--- src/rtl/serdes_pkg.sv ---
/*
 * Stream serializer subsystem package
 * Width constants, the stream beat, the serializer control word,
 * the APB request and response structs and the register map
 */
package serdes_pkg;

  // ~~~~~~~~~~~~~~~~~~~~~~~~~~~~~~~~~~~~~~~~~~~~~~~~~~
  // Widths
  // ~~~~~~~~~~~~~~~~~~~~~~~~~~~~~~~~~~~~~~~~~~~~~~~~~~
  localparam int unsigned DATA_WIDTH      = 32;             // Payload bits per beat
  localparam int unsigned STRB_WIDTH      = DATA_WIDTH / 8; // One strobe per byte
  localparam int unsigned STREAM_ID_WIDTH = 10;             // Stream index field
  localparam int unsigned APB_ADDR_WIDTH  = 8;              // Byte address of a register
  localparam int unsigned APB_DATA_WIDTH  = 32;             // Register word

  // Bit positions inside the registers
  localparam int unsigned CTRL_ENABLE_BIT = 0;              // REG_CTRL, counter runs when set
  localparam int unsigned CMD_RESTART_BIT = 0;              // REG_CMD, jump to first stream
  localparam int unsigned CMD_FLUSH_BIT   = 1;              // REG_CMD, empty all buffers

  // ~~~~~~~~~~~~~~~~~~~~~~~~~~~~~~~~~~~~~~~~~~~~~~~~~~
  // Structs
  // ~~~~~~~~~~~~~~~~~~~~~~~~~~~~~~~~~~~~~~~~~~~~~~~~~~
  typedef struct packed {
    logic [DATA_WIDTH-1:0] data;                            // Payload
    logic [STRB_WIDTH-1:0] strb;                            // Byte enables
  } stream_beat_t;

  typedef struct packed {
    logic                       restart;                    // Load first_stream into the counter
    logic [STREAM_ID_WIDTH-1:0] first_stream;               // Stream picked on restart
  } ctrl_serdes_t;

  typedef struct packed {
    logic                      psel;
    logic                      penable;
    logic                      pwrite;
    logic [APB_ADDR_WIDTH-1:0] paddr;
    logic [APB_DATA_WIDTH-1:0] pwdata;
  } apb_req_t;

  typedef struct packed {
    logic [APB_DATA_WIDTH-1:0] prdata;
    logic                      pready;                      // Tied high, no wait states
    logic                      pslverr;                     // Tied low, no errors
  } apb_rsp_t;

  // Register word addresses
  typedef enum logic [APB_ADDR_WIDTH-1:0] {
    REG_CTRL  = 8'h00,                                      // Bit 0 enable
    REG_FIRST = 8'h04,                                      // First stream after restart
    REG_CMD   = 8'h08,                                      // Self-clearing commands
    REG_BEATS = 8'h0C                                       // Output beat count, read-only
  } serdes_reg_e;

endpackage

--- src/rtl/stream_fifo.sv ---
/*
 * Per-stream input buffer
 * Circular buffer with valid/ready on both sides and a one-cycle flush
 */
module stream_fifo #(
  parameter int unsigned FIFO_DEPTH = 4
) (
  input  logic                     clk_i,
  input  logic                     rst_ni,
  input  logic                     flush_i,
  input  logic                     push_valid_i,
  input  serdes_pkg::stream_beat_t push_beat_i,
  output logic                     push_ready_o,
  output logic                     pop_valid_o,
  output serdes_pkg::stream_beat_t pop_beat_o,
  input  logic                     pop_ready_i
);

  localparam int unsigned PTR_WIDTH = (FIFO_DEPTH > 1) ? $clog2(FIFO_DEPTH) : 1;
  localparam int unsigned CNT_WIDTH = $clog2(FIFO_DEPTH + 1);

  serdes_pkg::stream_beat_t mem_q [FIFO_DEPTH];             // Beat storage
  logic [PTR_WIDTH-1:0]     wr_ptr_q;                       // Next slot to fill
  logic [PTR_WIDTH-1:0]     rd_ptr_q;                       // Oldest beat
  logic [CNT_WIDTH-1:0]     count_q;                        // Occupancy
  logic                     push;
  logic                     pop;

  // Advance a pointer, wrapping at the last slot
  function automatic logic [PTR_WIDTH-1:0] ptr_next(input logic [PTR_WIDTH-1:0] ptr);
    if (ptr == PTR_WIDTH'(FIFO_DEPTH - 1)) begin
      return '0;
    end
    return ptr + PTR_WIDTH'(1);
  endfunction

  assign push_ready_o = (count_q != CNT_WIDTH'(FIFO_DEPTH)); // Low only when full
  assign pop_valid_o  = (count_q != '0);
  assign pop_beat_o   = mem_q[rd_ptr_q];                     // Head of the queue
  assign push         = push_valid_i & push_ready_o;
  assign pop          = pop_valid_o & pop_ready_i;

  always_ff @(posedge clk_i) begin
    if (push) begin
      mem_q[wr_ptr_q] <= push_beat_i;
    end
  end

  always_ff @(posedge clk_i or negedge rst_ni) begin
    if (!rst_ni) begin
      wr_ptr_q <= '0;
      rd_ptr_q <= '0;
      count_q  <= '0;
    end else if (flush_i) begin                             // Drops whatever is stored
      wr_ptr_q <= '0;
      rd_ptr_q <= '0;
      count_q  <= '0;
    end else begin
      if (push) wr_ptr_q <= ptr_next(wr_ptr_q);
      if (pop)  rd_ptr_q <= ptr_next(rd_ptr_q);
      case ({push, pop})
        2'b10:   count_q <= count_q + CNT_WIDTH'(1);
        2'b01:   count_q <= count_q - CNT_WIDTH'(1);
        default: count_q <= count_q;                        // Both or neither
      endcase
    end
  end

  // Occupancy stays within the buffer over any push/pop sequence
  a_count_bound : assert property (
    @(posedge clk_i) disable iff (!rst_ni) count_q <= CNT_WIDTH'(FIFO_DEPTH)
  );

endmodule

--- src/rtl/stream_serialize.sv ---
/*
 * Round-robin stream serializer
 * Takes one beat from each buffered stream in turn and merges them onto
 * one output stream, with restart, clear and an enable that freezes the
 * stream counter
 */
module stream_serialize #(
  parameter int unsigned NB_STREAMS = 4
) (
  input  logic                                      clk_i,
  input  logic                                      rst_ni,
  input  logic                                      clear_i,
  input  logic                                      enable_i,
  input  serdes_pkg::ctrl_serdes_t                  ctrl_i,
  input  logic                     [NB_STREAMS-1:0] in_valid_i,
  input  serdes_pkg::stream_beat_t [NB_STREAMS-1:0] in_beat_i,
  output logic                     [NB_STREAMS-1:0] in_ready_o,
  output logic                                      pop_valid_o,
  output serdes_pkg::stream_beat_t                  pop_beat_o,
  input  logic                                      pop_ready_i
);

  localparam int unsigned CNT_WIDTH = (NB_STREAMS > 1) ? $clog2(NB_STREAMS) : 1;

  logic [CNT_WIDTH-1:0] stream_cnt_d;
  logic [CNT_WIDTH-1:0] stream_cnt_q;                       // Selected stream
  logic                 transfer;

  // ~~~~~~~~~~~~~~~~~~~~~~~~~~~~~~~~~~~~~~~~~~~~~~~~~~
  // Datapath, purely combinational
  // ~~~~~~~~~~~~~~~~~~~~~~~~~~~~~~~~~~~~~~~~~~~~~~~~~~
  assign pop_valid_o = in_valid_i[stream_cnt_q];
  assign pop_beat_o  = in_beat_i[stream_cnt_q];
  assign transfer    = pop_valid_o & pop_ready_i;

  always_comb begin
    in_ready_o               = '0;                          // Other streams wait their turn
    in_ready_o[stream_cnt_q] = pop_ready_i;
  end

  // ~~~~~~~~~~~~~~~~~~~~~~~~~~~~~~~~~~~~~~~~~~~~~~~~~~
  // Stream counter
  // ~~~~~~~~~~~~~~~~~~~~~~~~~~~~~~~~~~~~~~~~~~~~~~~~~~
  always_comb begin
    stream_cnt_d = stream_cnt_q;
    if (clear_i) begin
      stream_cnt_d = '0;                                    // Flush goes back to stream 0
    end else if (ctrl_i.restart) begin
      stream_cnt_d = ctrl_i.first_stream[CNT_WIDTH-1:0];
    end else if (transfer) begin
      if (stream_cnt_q == CNT_WIDTH'(NB_STREAMS - 1)) begin
        stream_cnt_d = '0;                                  // Wrap after the last stream
      end else begin
        stream_cnt_d = stream_cnt_q + CNT_WIDTH'(1);
      end
    end
  end

  always_ff @(posedge clk_i or negedge rst_ni) begin
    if (!rst_ni) begin
      stream_cnt_q <= '0;
    end else if (enable_i) begin                            // Frozen while disabled
      stream_cnt_q <= stream_cnt_d;
    end
  end

  // A restart must name a stream that exists, the counter only holds its low bits
  a_first_in_range : assert property (
    @(posedge clk_i) disable iff (!rst_ni)
    ctrl_i.restart |-> (ctrl_i.first_stream < NB_STREAMS)
  );

endmodule

--- src/rtl/serdes_apb_regs.sv ---
/*
 * Serializer configuration registers
 * APB slave with enable, first stream and command registers, turning
 * command writes into one-cycle restart and flush pulses, and counting
 * output beats
 */
module serdes_apb_regs #(
  parameter int unsigned NB_STREAMS = 4
) (
  input  logic                     clk_i,
  input  logic                     rst_ni,
  input  serdes_pkg::apb_req_t     apb_req_i,
  output serdes_pkg::apb_rsp_t     apb_rsp_o,
  input  logic                     pop_valid_i,
  input  logic                     pop_ready_i,
  output logic                     enable_o,
  output serdes_pkg::ctrl_serdes_t ctrl_o,
  output logic                     flush_o
);

  serdes_pkg::serdes_reg_e                reg_addr;
  logic                                   wr_en;             // Access phase of a write
  logic                                   enable_q;
  logic [serdes_pkg::STREAM_ID_WIDTH-1:0] first_q;
  logic                                   restart_q;         // One-cycle pulse
  logic                                   flush_q;           // One-cycle pulse
  logic [serdes_pkg::APB_DATA_WIDTH-1:0]  beats_q;
  logic [serdes_pkg::APB_DATA_WIDTH-1:0]  rdata;

  // The stream count has to fit the index field of the control word
  if (NB_STREAMS > (1 << serdes_pkg::STREAM_ID_WIDTH)) begin : gen_nb_streams_check
    $error("NB_STREAMS exceeds the stream index field");
  end

  assign reg_addr = serdes_pkg::serdes_reg_e'(apb_req_i.paddr);
  assign wr_en    = apb_req_i.psel & apb_req_i.penable & apb_req_i.pwrite;

  // ~~~~~~~~~~~~~~~~~~~~~~~~~~~~~~~~~~~~~~~~~~~~~~~~~~
  // Write side
  // ~~~~~~~~~~~~~~~~~~~~~~~~~~~~~~~~~~~~~~~~~~~~~~~~~~
  always_ff @(posedge clk_i or negedge rst_ni) begin
    if (!rst_ni) begin
      enable_q  <= 1'b1;                                    // Running out of reset
      first_q   <= '0;
      restart_q <= 1'b0;
      flush_q   <= 1'b0;
    end else begin
      restart_q <= 1'b0;                                    // Commands clear themselves
      flush_q   <= 1'b0;
      if (wr_en) begin
        case (reg_addr)
          serdes_pkg::REG_CTRL:  enable_q <= apb_req_i.pwdata[serdes_pkg::CTRL_ENABLE_BIT];
          serdes_pkg::REG_FIRST: first_q  <= apb_req_i.pwdata[serdes_pkg::STREAM_ID_WIDTH-1:0];
          serdes_pkg::REG_CMD: begin
            restart_q <= apb_req_i.pwdata[serdes_pkg::CMD_RESTART_BIT];
            flush_q   <= apb_req_i.pwdata[serdes_pkg::CMD_FLUSH_BIT];
          end
          default: ;                                        // REG_BEATS is read-only
        endcase
      end
    end
  end

  // Output beat counter, cleared together with the buffers
  always_ff @(posedge clk_i or negedge rst_ni) begin
    if (!rst_ni) begin
      beats_q <= '0;
    end else if (flush_q) begin
      beats_q <= '0;
    end else if (pop_valid_i && pop_ready_i) begin
      beats_q <= beats_q + 1'b1;
    end
  end

  // ~~~~~~~~~~~~~~~~~~~~~~~~~~~~~~~~~~~~~~~~~~~~~~~~~~
  // Read side
  // ~~~~~~~~~~~~~~~~~~~~~~~~~~~~~~~~~~~~~~~~~~~~~~~~~~
  always_comb begin
    rdata = '0;                                             // Unmapped and REG_CMD read 0
    case (reg_addr)
      serdes_pkg::REG_CTRL:  rdata[serdes_pkg::CTRL_ENABLE_BIT] = enable_q;
      serdes_pkg::REG_FIRST: rdata[serdes_pkg::STREAM_ID_WIDTH-1:0] = first_q;
      serdes_pkg::REG_BEATS: rdata = beats_q;
      default: ;
    endcase
  end

  assign apb_rsp_o.prdata  = rdata;
  assign apb_rsp_o.pready  = 1'b1;
  assign apb_rsp_o.pslverr = 1'b0;

  assign enable_o            = enable_q;
  assign ctrl_o.restart      = restart_q;
  assign ctrl_o.first_stream = first_q;
  assign flush_o             = flush_q;

  // A setup phase is always followed by its access phase
  a_apb_setup_access : assert property (
    @(posedge clk_i) disable iff (!rst_ni)
    (apb_req_i.psel && !apb_req_i.penable) |=> (apb_req_i.psel && apb_req_i.penable)
  );

endmodule

--- src/rtl/stream_serdes_top.sv ---
/*
 * Streaming serializer subsystem
 * One input buffer per stream feeding a round-robin serializer,
 * configured through an APB register block
 */
module stream_serdes_top #(
  parameter int unsigned NB_STREAMS = 4,
  parameter int unsigned FIFO_DEPTH = 4
) (
  input  logic                                      clk_i,
  input  logic                                      rst_ni,
  input  logic                     [NB_STREAMS-1:0] push_valid_i,
  input  serdes_pkg::stream_beat_t [NB_STREAMS-1:0] push_beat_i,
  output logic                     [NB_STREAMS-1:0] push_ready_o,
  output logic                                      pop_valid_o,
  output serdes_pkg::stream_beat_t                  pop_beat_o,
  input  logic                                      pop_ready_i,
  input  serdes_pkg::apb_req_t                      apb_req_i,
  output serdes_pkg::apb_rsp_t                      apb_rsp_o
);

  logic                     [NB_STREAMS-1:0] fifo_valid;    // Buffer to serializer
  serdes_pkg::stream_beat_t [NB_STREAMS-1:0] fifo_beat;
  logic                     [NB_STREAMS-1:0] fifo_ready;
  logic                                      enable;
  serdes_pkg::ctrl_serdes_t                  ctrl;
  logic                                      flush;          // Empties buffers, clears counter

  // ~~~~~~~~~~~~~~~~~~~~~~~~~~~~~~~~~~~~~~~~~~~~~~~~~~
  // Stage 1, input buffers
  // ~~~~~~~~~~~~~~~~~~~~~~~~~~~~~~~~~~~~~~~~~~~~~~~~~~
  for (genvar i = 0; i < NB_STREAMS; i++) begin : gen_fifo
    stream_fifo #(
      .FIFO_DEPTH (FIFO_DEPTH)
    ) i_fifo (
      .clk_i        (clk_i),
      .rst_ni       (rst_ni),
      .flush_i      (flush),
      .push_valid_i (push_valid_i[i]),
      .push_beat_i  (push_beat_i[i]),
      .push_ready_o (push_ready_o[i]),
      .pop_valid_o  (fifo_valid[i]),
      .pop_beat_o   (fifo_beat[i]),
      .pop_ready_i  (fifo_ready[i])
    );
  end

  // ~~~~~~~~~~~~~~~~~~~~~~~~~~~~~~~~~~~~~~~~~~~~~~~~~~
  // Stage 2, serializer
  // ~~~~~~~~~~~~~~~~~~~~~~~~~~~~~~~~~~~~~~~~~~~~~~~~~~
  stream_serialize #(
    .NB_STREAMS (NB_STREAMS)
  ) i_serialize (
    .clk_i       (clk_i),
    .rst_ni      (rst_ni),
    .clear_i     (flush),
    .enable_i    (enable),
    .ctrl_i      (ctrl),
    .in_valid_i  (fifo_valid),
    .in_beat_i   (fifo_beat),
    .in_ready_o  (fifo_ready),
    .pop_valid_o (pop_valid_o),
    .pop_beat_o  (pop_beat_o),
    .pop_ready_i (pop_ready_i)
  );

  // Configuration, watching the output handshake for the beat count
  serdes_apb_regs #(
    .NB_STREAMS (NB_STREAMS)
  ) i_regs (
    .clk_i       (clk_i),
    .rst_ni      (rst_ni),
    .apb_req_i   (apb_req_i),
    .apb_rsp_o   (apb_rsp_o),
    .pop_valid_i (pop_valid_o),
    .pop_ready_i (pop_ready_i),
    .enable_o    (enable),
    .ctrl_o      (ctrl),
    .flush_o     (flush)
  );

endmodule

--- config.mk ---
export PLATFORM = sky130hd
export DESIGN_NAME = stream_serdes_top
export DESIGN_NICKNAME = d
export VERILOG_FILES = /design/src/rtl/serdes_pkg.sv /design/src/rtl/stream_fifo.sv /design/src/rtl/stream_serialize.sv /design/src/rtl/serdes_apb_regs.sv /design/src/rtl/stream_serdes_top.sv
export SDC_FILE = /design/constraint.sdc
export NUM_CORES = 1
export LEC_CHECK = 0
export ABC_AREA = 1
export BUFFER_PORTS_ARGS = -buffer_cell sky130_fd_sc_hd__buf_2
export CAP_MARGIN = 10
export CORE_ASPECT_RATIO = 0.5
export CORE_UTILIZATION = 55
export CTS_CLUSTER_DIAMETER = 200
export CTS_CLUSTER_SIZE = 14
export DETAILED_ROUTE_END_ITERATION = 8
export GPL_TIMING_DRIVEN = 0
export PLACE_DENSITY = 0.79
export SLEW_MARGIN = 10
export SYNTH_ARGS = -nofsm -noshare
export SYNTH_HDL_FRONTEND = slang
export SYNTH_SLANG_ARGS = --single-unit
--- constraint.sdc ---
create_clock -name clk_i -period 6.2 [get_ports clk_i]
set_input_delay 0.31 -clock clk_i [delete_from_list [all_inputs] [get_ports clk_i]]
set_output_delay 0.31 -clock clk_i [all_outputs]
set_load 0.005 [all_outputs]
==> metrics.md, run 1 <==
| Metric | Value |
|---|---|
| Hold Buf Count CTS | `about 160` |
| Initial antenna violation count | `11` |
| Final nets | `slightly below 3,000` |
| Worst setup SP type | `flop` |
| Worst flop-to-flop path startpoint | `i_serialize.stream_cnt_q[0]` |
| Clk slew on worst S/H paths | `80 ps` |
| Syn. warnings | `0` |
| Max-slew violations | `0` |
| Inserted Clock Buffers | `52` |
| Later-pin clock latency in the skew report | `630 ps` |
| Clk_skew | `just over 40 ps` |
| GRT busiest layer | `met2` |
| Largest area contributor in the netlist | `edfxtp_1` |
| Ys flop type | `edfxtp_1` |
| CP endpoint kind | `output port` |
| Ports | `between 200 and 300` |
| Post-CTS Repair Setup Buffers | `0` |
| Chip Width | `316.1 µm` |
| Vias | `roughly 21,000` |
| Synth top area cells | `edfxtp_1 (64%), dfrtp_1 (6.8%), o21ai_0 (6.4%), nor2_1 (5.9%), nand2_1 (2.7%)` |
| CP Data Required Time | `5890 ps` |
| Vias per cell | `6.105` |
| Met3 Usage GRT | `around 5.8%` |
| First-pass GRT wire length | `about 120,000 µm` |
| Outcome | `completed` |
| Row count | `between 50 and 60` |
| Routed len/inst | `roughly 23 µm` |
| Reg2reg setup slack | `around 3000 ps` |
| Most frequent cell after synthesis | `edfxtp_1` |
| Largest net degree at the start of global routing | `62` |
| Routability cong. | `~0.92` |
| Core area | `0.04864 mm²` |
| Residual DRC | `0` |
| PwrDens | `410.2 mW/mm²` |
| Worst Path Arrival | `between 3000 and 4000 ps` |
| Max_cap viols | `0` |
| CTS tree | `yes` |
| EDFF count, synth | `approximately 580` |
| Synth async-reset ratio | `11.52%` |
| DP Area | `~0.030 mm²` |
| Period minus WS final | `approximately 3600 ps` |
| Worst-Margin Slew | `880.7 ps` |
| Syn_area_per_cell | `12.01 µm²` |
| Grt met2 use | `50.88%` |
| Initial core utilization | `55.79%` |
| Syn nets | `2,485` |
| Fin. Hold Viols | `0` |
| Unrepaired setup endpoints after global routing | `false` |
| Port-buffer cells | `around 240` |
| CTS Buffer Depth | `3` |
| Worst reg2reg endpoint | `gen_fifo[2].i_fifo.count_q[1]` |
| VDD IR-drop max | `around 0.00024 V` |
| Vias in the first global route | `20,010` |
| Post-Syn Instances | `approximately 2,300` |
| Pre-CTS setup slack | `roughly 3000 ps` |
| Global-route met1 utilization | `40.45%` |
| Tot GR Track Use | `30.37%` |
| Final instance area | `between 0.03 and 0.04 mm²` |
| Top cells by count, synth | `edfxtp_1 (576), nor2_1 (428), o21ai_0 (347), nand2_1 (195), nand3_1 (86)` |
| CTS Root Cell | `clkbuf_16` |
| Clock Sinks | `roughly 650` |
| Yosys reg bits | `between 600 and 700` |
| Setup ws final | `2615 ps` |
| Synth Cell Area | `between 0.02 and 0.03 mm²` |
| Die Area | `slightly above 0.05 mm²` |
| Final hold slack | `116.6 ps` |
| Grt total ovfl | `0` |
| Seq/Total Area, Yosys | `70.66%` |
| P_leak | `between 10 and 15 nW` |
| Distinct cells, synth | `39` |
| Critical path peak fanout | `10` |
| H-tree depth | `2` |
| Layout area overhead | `20.69%` |
| FMAX | `around 0.28 GHz` |
| Height of the die | `approximately 160 µm` |
| Setup CP Type | `reg -> out` |
| Fillers | `approximately 3,300` |
| Setup TNS | `0 ps` |
| Drt initial violations | `~2,700` |
| Reg2Reg Depth | `10` |
| Detail Route Antenna Nets | `0` |
| Initial DRT Pass Iterations | `8` |
| Worst rel slew slack | `a little over 40%` |
| Post-synth top area share | `around 64%` |
| Routed wire length | `between 70,000 and 80,000 µm` |
| Setup Viol. Count Final | `0` |
| HP Class | `in -> async` |
| DP HPWL | `around 51,000 µm` |
| Share of layout cells above drive strength 1 | `between 10% and 20%` |
| Period utilisation layout | `just under 60%` |
| CTS resizes | `0` |
==> kinds of logic (layout without fill, tap and decap cells) <==
kind of cell | after synthesis | in the layout | synth area share (%)
buffers and inverters | 232 | 725 | 3.564
muxes | 8 | 8 | 0.3320
other | 2 | 12 | 0.02768
AOI/OAI and AO/OA | 586 | 586 | 12.50
and+or+nand+nor | 735 | 735 | 10.91
adders and majority gates | 32 | 32 | 1.586
DFF | 651 | 651 | 70.66
xor gates and xnor gates | 13 | 13 | 0.4196
==> area by class of cell <==
type                            instances  area [µm²]  area share, %
Timing Repair Buffer                  420        3216          9.819
Tap cell                              649       812.0          2.479
Buffer                                135       601.8          1.838
Inverter                               97       365.4          1.116
Multi-Input combinational cell       1376        7113          21.72
Antenna cell                           10       25.02        0.07641
Sequential cell                       651       19170          58.55
Clock buffer                           69        1365          4.168
Clock inverter                          4       77.57         0.2369
==> routing by layer <==
| layer | wire length (µm) | vias up |
|---|---|---|
| met5 | 13 | - |
| met4 | 2460 | 2 |
| met3 | 8426 | 230 |
| met2 | 37860 | 1474 |
| met1 | 28790 | 9997 |
| li1 | - | 9120 |
==> power breakdown <==
| group | internal (mW) | leakage (nW) | switching [mW] | total, mW |
|---|---|---|---|---|
| clock | 1.54 | 0.693 | 1.53 | 3.07 |
| sequential | 5.73 | 6.26 | 0.342 | 6.07 |
| combinational | 1.31 | 4.87 | 2.98 | 4.29 |
| total | 8.58 | 11.8 | 4.85 | 13.4 |
==> how the worst max path moves through the flow <==
stage                                             start                               to  slack [ps]  cells after the start
after floorplan           gen_fifo[2].i_fifo.count_q[0]   gen_fifo[2].i_fifo.mem_q[0][0]        3560                      4
after global placement    gen_fifo[1].i_fifo.count_q[0]  gen_fifo[1].i_fifo.mem_q[0][18]        2300                      4
after detailed placement    i_serialize.stream_cnt_q[0]    gen_fifo[2].i_fifo.count_q[1]        3050                     10
after CTS                   i_serialize.stream_cnt_q[0]                   pop_beat_o[35]        2740                      7
after global routing        i_serialize.stream_cnt_q[0]                   pop_beat_o[35]        2520                      7
final                       i_serialize.stream_cnt_q[0]                    pop_beat_o[4]        2620                      7
==> critical path: stages (launching register included) <==
cell	delay (ps)
dfrtp_1	530
inv_2	160
buf_2	340
clkbuf_1	590
o221ai_1	320
o211ai_1	270
nand2_1	270
buf_2	200
==> stage by stage <==
stage	total power, mW	cells	utilization (%)
4_1_cts	13.26	3401	67.28
2_1_floorplan	8.359	2259	-
3_5_place_dp	10.16	3169	61.04
3_3_place_gp	9.869	3152	59.97
6_report	13.43	3411	67.33
5_1_grt	13.92	3410	67.33
==> sequential cells by signal, summed over array words and instances (netlist names) <==
register and cells:
i_regs.restart_q 1, i_regs.beats_q 32, i_regs.first_q 10, gen_fifo.i_fifo.mem_q 576
gen_fifo.i_fifo.count_q 12, i_regs.enable_o 1, i_serialize.stream_cnt_q 2, gen_fifo.i_fifo.rd_ptr_q 8
i_regs.flush_o 1, gen_fifo.i_fifo.wr_ptr_q 8
==> cells in the final DEF (no fill, tap or decap), types with 4 or more instances in the layout <==
master / instances
edfxtp_1: 576
nor2_1: 412
o21ai_0: 347
buf_2: 280
nand2_1: 195
dlygate4sd3_1: 159
clkbuf_1: 98
nand3_1: 86
inv_1: 82
dfrtp_1: 74
o22ai_1: 72
o211ai_1: 58
o221ai_1: 57
clkbuf_16: 52
o21ai_1: 40
ha_1: 28
nor2_4: 19
buf_4: 13
inv_2: 12
diode_2: 10
a21oi_1: 9
buf_12: 9
mux2_2: 8
xnor2_1: 8
buf_16: 8
nor2_2: 5
xor2_1: 5
nor3_1: 5
fa_1: 4
No activity file was read; power rests on OpenSTA's default activity.
==> inputs of run 2 (changes only) <==
CORE_UTILIZATION = 53   (was 55)
PLACE_DENSITY = 0.8   (was 0.79)
clock period = 3 ns   (was 6.2 ns; I/O delays follow)
==> run 2 against run 1 <==
  * Clock power rose by 110%
  * Via count rose by 3.1%
  * The run now ends with negative setup slack left
  * Critical path type unchanged
  * Die area rose by 3.7%
  * Wire length rose by 4.8%
  * First-iteration DRC count rose by 29%
  * Clock skew rose by 0.95 ps
  * Final area rose by 0.43%
==> metrics.md, run 2 (synthesized netlist as in run 1, its figures left out) <==
| Metric | Value |
|---|---|
| Switching part of the total power | `36.80% (+0.67 points)` |
| Clock Sinks | `651 (unchanged)` |
| Initial core utilization | `53.88% (-1.9 points)` |
| FMAX | `0.3314 GHz` |
| Pint | `17.82 mW (+110%)` |
| Final hold slack | `74.31 ps (-42.33 ps)` |
| P_leak | `11.93 nW (+0.83%)` |
| Sequential power share | `44.6% (-0.6 points)` |
| Final non-filler cell total | `3,456 (+1.3%)` |
| PwrDens | `857.3 mW/mm² (+110%)` |
| Fin. Hold Viols | `0 (unchanged)` |
| DP HPWL | `51,780 µm (+2.4%)` |
| Initial antenna violation count | `8 (-3)` |
| Die Area | `0.05216 mm² (+3.7%)` |
| Worst-Margin Slew | `946.7 ps (+65.91 ps)` |
| Routed wire length | `81,300 µm (+4.8%)` |
| VDD IR-drop max | `0.0004415 V (+87%)` |
| Grt total ovfl | `0 (unchanged)` |
| Worst Path Arrival | `2870 ps (-400 ps)` |
| Vias in the first global route | `20,750 (+3.7%)` |
| Row count | `58 (+1.8%)` |
| Clk pwr share | `22.8% (about the same)` |
| Routability cong. | `0.9238 (about the same)` |
| Worst setup SP type | `flop` |
| Critical path peak fanout | `10 (unchanged)` |
| Drt initial violations | `3,482 (+29%)` |
| Largest Register | `gen_fifo.i_fifo.mem_q` |
| Layout area overhead | `21.21%` |
| Period utilisation layout | `100.6%` |
| Hold_sp | `pop_ready_i` |
| Setup Viol. Count Final | `2 (+2)` |
| Worst flop-to-flop path startpoint | `i_serialize.stream_cnt_q[1]` |
| Final nets | `2,961 (+0.068%)` |
| CP Data Required Time | `2850 ps (-3040 ps)` |
| Clk slew on worst S/H paths | `80 ps (about the same)` |
| First-pass GRT wire length | `119,600 µm (+3.8%)` |
| CTS Root Cell | `clkbuf_16` |
| H-tree depth | `2 (unchanged)` |
| Max-slew violations | `0 (unchanged)` |
| Port-buffer cells | `244 (unchanged)` |
| NetSw | `10.38 mW (+110%)` |
| Setup CP Type | `reg -> out` |
| Vias per cell | `6.211 (+1.7%)` |
| Min-Delay Path Depth | `5` |
| Inserted Clock Buffers | `52 (unchanged)` |
| Outcome | `complete, but fails checks` |
| CP endpoint kind | `output port` |
| Worst reg2reg endpoint | `gen_fifo[0].i_fifo.count_q[1]` |
| Initial DRT Pass Iterations | `6 (-2)` |
| Total placed cells including tap cells | `3,210 (+1.3%)` |
| Fillers | `3,421 (+4.5%)` |
| HP Class | `in -> reg` |
| Residual DRC | `0 (unchanged)` |
| Detail Route Antenna Nets | `0 (unchanged)` |
| Share of layout cells above drive strength 1 | `16.47% (+1.1 points)` |
| Reg2Reg Depth | `10 (unchanged)` |
| Worst rel slew slack | `36.68% (-4.6 points)` |
| Later-pin clock latency in the skew report | `620 ps (about the same)` |
| CTS tree | `yes` |
| Combinational power share | `32.6% (+0.6 points)` |
| Routed len/inst | `23.53 µm (+3.5%)` |
| Ports | `269 (unchanged)` |
| Period minus WS final | `3017 ps` |
| Largest net degree at the start of global routing | `57 (-8.1%)` |
| Largest regs | `gen_fifo.i_fifo.mem_q x576, i_regs.beats_q x32, gen_fifo.i_fifo.count_q x12` |
| Commonest non-fill, non-tap cells in the layout | `edfxtp_1 (576), nor2_1 (412), o21ai_0 (347), buf_2 (278), nand2_1 (195)` |
| Setup ws final | `-17.18 ps (-2633 ps)` |
| Clk_skew | `41.84 ps (+0.9508 ps)` |
| CTS Buffer Depth | `3 (unchanged)` |
| Hold endpoint | `gen_fifo[2].i_fifo.rd_ptr_q[0]` |
| Max_cap viols | `0 (unchanged)` |
| Tot GR Track Use | `30.34% (about the same)` |
| Vias | `21,460 (+3.1%)` |
| Most common cell after layout, fill and taps aside | `edfxtp_1` |
| Post-CTS Repair Setup Buffers | `0 (unchanged)` |
| Failing checks | `negative setup slack` |
| Chip Width | `322.0 µm (+1.9%)` |
| Max reg flops | `576 (unchanged)` |
| Height of the die | `162.0 µm (+1.8%)` |
| Reg2reg setup slack | `90 ps (-2900 ps)` |
| Core area | `0.05036 mm² (+3.5%)` |
[run 2: cell count changes in the layout (fill, tap and decap cells not counted), moves of 2 or more]
cell,previous run,this run
buf_2,280,278
clkbuf_2,3,30
dlygate4sd3_1,159,162
clkbuf_1,98,73
o221ai_2,0,2
o221ai_1,57,55
[run 2: layout make-up]
cell class                      count  area [µm²]  share of cell area (%)
Buffer                            134       636.9                   1.936
Sequential cell                   651       19180                   58.30
Clock inverter                      3       55.05                  0.1674
Clock buffer                       72        1398                   4.249
Inverter                           97       366.6                   1.115
Timing Repair Buffer              423        3238                   9.845
Multi-Input combinational cell   1376        7132                   21.68
Tap cell                          690       863.3                   2.625
Antenna cell                       10       25.02                 0.07608
[run 2: power by group through the flow]
| stage | combinational [mW] | sequential (mW) | clock (mW) |
|---|---|---|---|
| floorplan | 4.70 | 12.6 | 0 |
| finish | 9.19 | 12.6 | 6.42 |
| global placement | 7.73 | 12.8 | 0 |
| global route | 9.72 | 12.7 | 6.69 |
| CTS | 8.73 | 12.5 | 6.33 |
| detailed placement | 8.44 | 12.7 | 0 |
[run 2: metrics by stage]
| stage | TNS [ps] | worst slack, ps | total power, mW | cell area [µm²] | util (%) |
|---|---|---|---|---|---|
| 6_report | -29.41 | -17.18 | 28.20 | 32890 | 65.31 |
| 5_1_grt | -16.05 | -8.206 | 29.11 | 32880 | 65.29 |
| 4_1_cts | 0 | 0.2771 | 27.59 | 32820 | 65.17 |
| 3_5_place_dp | -181.3 | -151.4 | 21.13 | 29730 | 59.04 |
| 3_3_place_gp | -481710 | -940.8 | 20.51 | 29220 | 58.02 |
| 2_1_floorplan | 0 | 364.0 | 17.27 | 27130 | - |
[run 2: how the worst max path moves through the flow]
| stage | start | to | depth (start not counted) |
|---|---|---|---|
| 2_1_floorplan | gen_fifo[2].i_fifo.count_q[0] | gen_fifo[2].i_fifo.mem_q[0][0] | 4 |
| 3_3_place_gp | gen_fifo[0].i_fifo.count_q[0] | gen_fifo[0].i_fifo.mem_q[0][27] | 4 |
| 3_5_place_dp | i_serialize.stream_cnt_q[0] | gen_fifo[2].i_fifo.count_q[1] | 10 |
| 4_1_cts | gen_fifo[2].i_fifo.rd_ptr_q[0] | pop_beat_o[17] | 7 |
| 5_1_grt | gen_fifo[1].i_fifo.rd_ptr_q[1] | pop_beat_o[15] | 8 |
| 6_report | gen_fifo[1].i_fifo.rd_ptr_q[0] | pop_beat_o[16] | 8 |
[run 2: worst max-delay path, stage by stage (launching register included)]
cell and delay [ps]:
dfrtp_1 470, buf_4 220, inv_2 170, clkbuf_1 430, o21ai_0 170, o221ai_1 230, nand3_1 270, nand2_1 130
buf_2 140
[run 2: per-layer routing]
| metal | GRT usage, % | up-vias | routed length (µm) |
|---|---|---|---|
| met3 | 6.658 | 310 | 9443 |
| li1 | - | 9128 | - |
| met4 | 12.53 | 0 | 3693 |
| met2 | 49.70 | 1682 | 38940 |
| met1 | 39.60 | 10340 | 29220 |
| met5 | 0 | - | 0 |
[run 2: timing repair]
action                     CTS  global route
hold endpoints to repair   663             0
setup endpoints to repair   27            32
pin swaps                    0             2
hold buffers               162             0
resized for setup            6            54
